### config.mk
export PLATFORM = sky130hd
export DESIGN_NAME = rename_unit
export DESIGN_NICKNAME = d
export VERILOG_FILES = /design/src/design/rename_pkg.sv /design/src/design/rename_ifs.sv /design/src/design/rename_table.sv /design/src/design/retire_table.sv /design/src/design/free_list.sv /design/src/design/rename_unit.sv
export SDC_FILE = /design/constraint.sdc
export NUM_CORES = 2
export LEC_CHECK = 0
export BUFFER_PORTS_ARGS = -buffer_cell sky130_fd_sc_hd__buf_4
export CORE_MARGIN = 5
export CORE_UTILIZATION = 60
export DETAILED_ROUTE_END_ITERATION = 7
export HOLD_SLACK_MARGIN = 0.02
export PLACE_DENSITY = 0.75
export SLEW_MARGIN = 10
export SYNTH_ARGS = -nofsm -noshare
export SYNTH_HDL_FRONTEND = slang
export SYNTH_HIERARCHICAL = 1
export SYNTH_SLANG_ARGS = --single-unit
### constraint.sdc
create_clock -name clock -period 5.1 [get_ports clock]
set_input_delay 1.275 -clock clock [delete_from_list [all_inputs] [get_ports clock]]
set_output_delay 1.275 -clock clock [all_outputs]
set_load 0.02 [all_outputs]
### src/design/rename_pkg.sv
////////////////////////////////////////////////////////////
// rename package
// register counts and index types shared by the rename
// subsystem, the speculative map and the retire map
////////////////////////////////////////////////////////////

`default_nettype none

package rename_pkg;

    // architectural register file
    localparam int ARCH_REGS = 32;
    localparam int AREG_LEN  = 5;

    // physical register file, register 0 is the reset mapping
    localparam int PRF_SIZE = 64;
    localparam int PRF_LEN  = 6;

    // index of an architectural register
    typedef logic [AREG_LEN-1:0] areg_t;

    // index of a physical register
    typedef logic [PRF_LEN-1:0] preg_t;

    // one physical index per architectural register, indexed by areg_t
    typedef preg_t [ARCH_REGS-1:0] map_table_t;

endpackage

`default_nettype wire

### src/design/rename_ifs.sv
////////////////////////////////////////////////////////////
// rename and commit interfaces
// rename_if carries the destination allocation handshake,
// commit_if carries the retire strobe and the freed preg
////////////////////////////////////////////////////////////

`default_nettype none

interface rename_if
    import rename_pkg::*;
();

    logic  valid;      // a rename is requested this cycle
    logic  ready;      // a free physical register is on offer
    areg_t dest_areg;
    preg_t dest_preg;

    // free list side, offers the head of the queue
    modport alloc (
        input  valid,
        output ready,
        output dest_preg
    );

    // map side, writes the new mapping on a handshake
    modport map (
        input valid,
        input ready,
        input dest_areg,
        input dest_preg
    );

endinterface

interface commit_if
    import rename_pkg::*;
();

    logic  valid;      // strobe, never back-pressured
    areg_t areg;
    preg_t preg;
    preg_t prev_preg;  // committed mapping that is being superseded

    modport retire (
        input  valid,
        input  areg,
        input  preg,
        output prev_preg
    );

    modport reclaim (
        input valid,
        input prev_preg
    );

endinterface

`default_nettype wire

### src/design/rename_table.sv
////////////////////////////////////////////////////////////
// speculative rename table
// maps architectural to physical registers for renaming,
// reads both sources and the old destination mapping, and
// restores from the committed map on a flush
////////////////////////////////////////////////////////////

`default_nettype none

module rename_table
    import rename_pkg::*;
(
    input  wire logic       clock,
    input  wire logic       reset,

    rename_if.map           ren,

    input  wire areg_t      src1_areg,
    input  wire areg_t      src2_areg,
    output preg_t           src1_preg,
    output preg_t           src2_preg,
    output preg_t           prev_preg,

    input  wire logic       flush,
    input  wire map_table_t restore_map
);

    map_table_t spec_map;
    logic       rename_fire;

    assign rename_fire = ren.valid && ren.ready;

    // lookups see the map before this cycle's write, so an instruction
    // that reads and writes the same register gets the older preg
    assign src1_preg = spec_map[src1_areg];
    assign src2_preg = spec_map[src2_areg];
    assign prev_preg = spec_map[ren.dest_areg];  // goes to the ROB for later freeing

    always_ff @(posedge clock) begin
        if (reset) begin
            spec_map <= '0;  // every areg starts on physical register 0
        end else if (flush) begin
            // throw away all speculative renames in one step
            spec_map <= restore_map;
        end else if (rename_fire) begin
            spec_map[ren.dest_areg] <= ren.dest_preg;
        end
    end

endmodule

`default_nettype wire

### src/design/retire_table.sv
////////////////////////////////////////////////////////////
// retire rename table
// committed architectural map, hands the superseded preg
// to the free list and supplies the flush restore image
////////////////////////////////////////////////////////////

`default_nettype none

module retire_table
    import rename_pkg::*;
(
    input  wire logic clock,
    input  wire logic reset,

    commit_if.retire  cmt,

    output map_table_t retire_map
);

    map_table_t commit_map;

    // whole committed state, the speculative map reloads it on flush
    assign retire_map = commit_map;

    // mapping that the committing instruction replaces
    assign cmt.prev_preg = commit_map[cmt.areg];

    always_ff @(posedge clock) begin
        if (reset) begin
            commit_map <= '0;
        end else if (cmt.valid) begin
            commit_map[cmt.areg] <= cmt.preg;  // commits arrive in program order
        end
    end

endmodule

`default_nettype wire

### src/design/free_list.sv
////////////////////////////////////////////////////////////
// physical register free list
// circular queue of free pregs with a speculative head for
// renaming and a committed head for flush recovery
////////////////////////////////////////////////////////////

`default_nettype none

module free_list
    import rename_pkg::*;
(
    input  wire logic clock,
    input  wire logic reset,

    rename_if.alloc   ren,
    commit_if.reclaim cmt,

    input  wire logic flush
);

    preg_t queue [PRF_SIZE];

    preg_t spec_head;      // next preg handed to rename
    preg_t retire_head;    // position spec_head had at the last commit
    preg_t tail;           // next slot for a freed preg
    preg_t spec_count;     // free pregs seen by rename
    preg_t retire_count;   // free pregs in the committed state

    logic alloc;
    logic commit;
    logic reclaim;

    assign alloc   = ren.valid && ren.ready;
    assign commit  = cmt.valid;
    assign reclaim = cmt.valid && (cmt.prev_preg != '0);  // preg 0 never goes back

    assign ren.dest_preg = queue[spec_head];
    assign ren.ready     = (spec_count != '0) && !flush;

    // at most 63 pregs are ever free, so the tail cannot lap retire_head
    // and the entries between retire_head and spec_head stay intact
    always_ff @(posedge clock) begin
        if (reset) begin
            // entry i holds preg i, slot 0 is the first tail slot
            for (int i = 0; i < PRF_SIZE; i++) begin
                queue[i] <= preg_t'(i);
            end
            spec_head    <= preg_t'(1);
            retire_head  <= preg_t'(1);
            tail         <= '0;
            spec_count   <= preg_t'(PRF_SIZE - 1);
            retire_count <= preg_t'(PRF_SIZE - 1);
        end else begin
            if (reclaim) begin
                queue[tail] <= cmt.prev_preg;
                tail        <= tail + preg_t'(1);
            end

            if (commit) begin
                retire_head <= retire_head + preg_t'(1);
            end
            retire_count <= retire_count + preg_t'(reclaim) - preg_t'(commit);

            if (flush) begin
                // roll back to the committed allocation point
                spec_head  <= retire_head;
                spec_count <= retire_count;
            end else begin
                if (alloc) begin
                    spec_head <= spec_head + preg_t'(1);
                end
                spec_count <= spec_count + preg_t'(reclaim) - preg_t'(alloc);
            end
        end
    end

endmodule

`default_nettype wire

### src/design/rename_unit.sv
////////////////////////////////////////////////////////////
// register rename unit
// single-issue rename with speculative map, retire map and
// free list, recovered to the committed state on flush
////////////////////////////////////////////////////////////

`default_nettype none

module rename_unit
    import rename_pkg::*;
(
    input  wire logic  clock,
    input  wire logic  reset,

    // rename request, one instruction per cycle
    input  wire logic  rename_valid,
    output logic       rename_ready,
    input  wire areg_t rename_dest_areg,
    input  wire areg_t rename_src1_areg,
    input  wire areg_t rename_src2_areg,
    output preg_t      rename_dest_preg,
    output preg_t      rename_prev_preg,
    output preg_t      rename_src1_preg,
    output preg_t      rename_src2_preg,

    // commit strobe from the ROB
    input  wire logic  commit_valid,
    input  wire areg_t commit_areg,
    input  wire preg_t commit_preg,
    output preg_t      commit_prev_preg,

    input  wire logic  flush
);

    rename_if   ren_bus ();
    commit_if   cmt_bus ();
    map_table_t restore_map;

    assign ren_bus.valid     = rename_valid;
    assign ren_bus.dest_areg = rename_dest_areg;
    assign rename_ready      = ren_bus.ready;
    assign rename_dest_preg  = ren_bus.dest_preg;

    assign cmt_bus.valid    = commit_valid;
    assign cmt_bus.areg     = commit_areg;
    assign cmt_bus.preg     = commit_preg;
    assign commit_prev_preg = cmt_bus.prev_preg;

    rename_table rename_table_i (
        .clock       (clock),
        .reset       (reset),
        .ren         (ren_bus),
        .src1_areg   (rename_src1_areg),
        .src2_areg   (rename_src2_areg),
        .src1_preg   (rename_src1_preg),
        .src2_preg   (rename_src2_preg),
        .prev_preg   (rename_prev_preg),
        .flush       (flush),
        .restore_map (restore_map)
    );

    retire_table retire_table_i (
        .clock      (clock),
        .reset      (reset),
        .cmt        (cmt_bus),
        .retire_map (restore_map)
    );

    free_list free_list_i (
        .clock (clock),
        .reset (reset),
        .ren   (ren_bus),
        .cmt   (cmt_bus),
        .flush (flush)
    );

endmodule

`default_nettype wire

==> run metrics <==
status finished, violations left; failing checks design-rule violations; TritonRoute pass-1 iters 8; PD cells 336 nW/um^2; CTS tree built; Nets 3832; fillers 5264; row count 96; number of flops mapped to enable cells by yosys 384; CTS sink count 804; initial antenna violation count 3; max-slew violation count 0; Post-Syn Nets 4009; grt peak-use layer met2; fmax 0.198 GHz; Worst Path Arrival 3.78 ns; CP Launch Type flop; Die H 274 um; min-delay src free_list_i/retire_head[5]; met2 Use GR 55.4%; DRC Markers 1; Antenna Diode Count 0; share of cells above drive strength 1 16.7%; DRT antenna net count 0; Starting Density 60.7%; largest net degree at the start of global routing 216; Worst EP required 3.83 ns; Synth async-reset ratio 0%; Cell Area, Placed 42900 um^2; Yosys reg bits 804; Max Fanout on Critical Path 39; Layout area overhead 9.27%; endpoints failing setup 0; RSZ-0062 raised after global routing no; design area 45700 um^2; Worst-path clk slew 0.06 ns; GR Util All Layers 36.4%; sequential area share after synthesis 47.6%; Slew headroom 13.8%; Port Buf Inserts 61; vias post-DR 34694; TritonCTS buffer count 84; post-DR wirelength/cell 29.3 um; top cells by area, synth edfxtp_1, dfxtp_1, mux4_2; syn_area_per_cell 10.6 um^2; first-pass GRT wire length 208000 um; endpoint type of the worst setup path primary output; overflow left after global routing 0; hpwl dp 91700 um; kind of critical path reg -> out; final period utilization 99.2%; Setup Fix Bufs, Post-CTS 0; Leakage 14.7 nW; post-synthesis cell type count 80; clock root buffer clkbuf_16; crit path time final 5.06 ns; mapped cell area 41900 um^2; final worst setup slack 0.0418 ns; DP Worst Slack 0.189 ns; CTS-repair resized insts 0; Hold-fix buffers, CTS 0; Slew @ Worst Pin 1.29 ns; worst vdd ir 307 uV; Routed WL 140000 um; most numerous cell in the Yosys netlist dfxtp_1; floorplan core area 68900 um^2; GRT met3 Usage 9.68%; yosys warns 6; number of global-route vias before repair 32219; RD Place Congestion 0.993; Vias/cell 7.26; top cell type by total area after synthesis edfxtp_1; Max-Cap Viols 0; Hold Violations, Final 0; Mapped Cells 3960; Synth top area share 27.6%; Hold Path Class reg -> reg; met1 GRT Util 48.3%; Die ar. 75100 um^2; Ports 62; H-tree depth 3; Post-synth top cells dfxtp_1, edfxtp_1, nor2_1, clkbuf_1, nand2_1; dominant synthesized flop cell dfxtp_1; clock latency on the worst-skew pair 0.66 ns; initial drt markers 6362; clock buffer depth 3; setup TNS 0 ns; Final Skew 0.0226 ns; die width 274 um
==> worst max-delay path: stages (launching register included) <==
cell	delay, ns
dfxtp_4	0.79
mux4_2	0.59
nor2_1	0.31
a211oi_1	0.10
o311ai_1	0.52
nand3_1	0.45
buf_4	0.31
==> sequential cells by signal, summed over array words and instances (netlist names), named ones only <==
register                   count
retire_table_i/retire_map    192
rename_table_i/spec_map      192
free_list_i/retire_count       6
free_list_i/tail               6
free_list_i/spec_count         6
free_list_i/spec_head          6
free_list_i/retire_head        6
free_list_i/queue            384
==> layer usage <==
metal | vias to the layer above | part of all wire, %
met4 | 6 | 6.6
met3 | 563 | 13
met2 | 2647 | 45
met5 | - | 0.024
li1 | 14625 | -
met1 | 16853 | 36
==> cells in the final DEF (no fill, tap or decap), types with 14 or more instances in the layout <==
cell type | netlist | layout
dfxtp_1 | 420 | 417
edfxtp_1 | 384 | 384
nor2_1 | 347 | 347
nand2_1 | 296 | 293
o21ai_0 | 280 | 280
nand3_1 | 280 | 280
mux4_2 | 253 | 253
a311oi_1 | 192 | 192
mux2i_1 | 162 | 162
a21oi_1 | 162 | 162
buf_4 | 14 | 156
and2_1 | 105 | 105
or3_1 | 100 | 100
nor3_1 | 100 | 99
clkbuf_16 | 0 | 87
o21ai_1 | 72 | 69
o22ai_1 | 57 | 57
a22oi_1 | 25 | 25
mux2_2 | 23 | 23
buf_12 | 0 | 23
inv_1 | 24 | 22
clkinv_2 | 0 | 18
nor4_1 | 18 | 18
ha_1 | 16 | 16
a211oi_1 | 14 | 14
nor2b_1 | 14 | 14
==> power by group <==
part / internal, mW / leakage (nW) / switching [mW]
Clock: 3.65 / 1.39 / 2.69
Combinational: 0.722 / 6.18 / 1.10
Sequential: 7.02 / 7.16 / 0.209
Total: 11.4 / 14.7 / 4.00
==> worst paths after layout <==
check                                  to  slack (ns)  cells after the start
max                   rename_dest_preg[1]        0.04                      6
min reg2reg    free_list_i/retire_head[5]        0.50                      2
max reg2reg  rename_table_i/spec_map[174]        1.15                      9
min            free_list_i/retire_head[5]        0.50                      2
==> stage by stage <==
step           power, mW  hold slack (ns)  cells  util (%)
6_report            15.4            0.505   4782      66.3
5_1_grt             15.8            0.514   4782      66.3
4_1_cts             15.4            0.501   4782      66.3
3_5_place_dp        9.12            0.479   4628      62.2
3_3_place_gp        9.08            0.462   4628      62.2
2_1_floorplan       8.53            0.449   3960         -
==> cell families (layout without fill, tap and decap cells) <==
logic type               count (synthesis)  after routing  synth area share (%)
AO/OA/AOI/OAI                          842            842                  12.5
AND/OR/NAND/NOR                       1369           1369                  16.1
flip-flops                             804            804                  47.6
multiplexers                           438            438                  18.1
adder cells (fa/ha/maj)                 18             18                 0.574
XOR/XNOR                                16             16                 0.335
buffers and inverters                  473            364                  4.74
==> final cells by class <==
| class | instances | area, um^2 | area share (%) |
|---|---|---|---|
| clock buffers | 109 | 2360 | 5.16 |
| clock inverters | 45 | 490 | 1.07 |
| inverters | 29 | 116 | 0.254 |
| multi-input cells | 2683 | 20000 | 43.7 |
| flip-flops and latches | 804 | 20000 | 43.6 |
| well taps | 931 | 1160 | 2.55 |
| repair buffers | 181 | 1660 | 3.63 |
(Power assumes the default switching activity.)
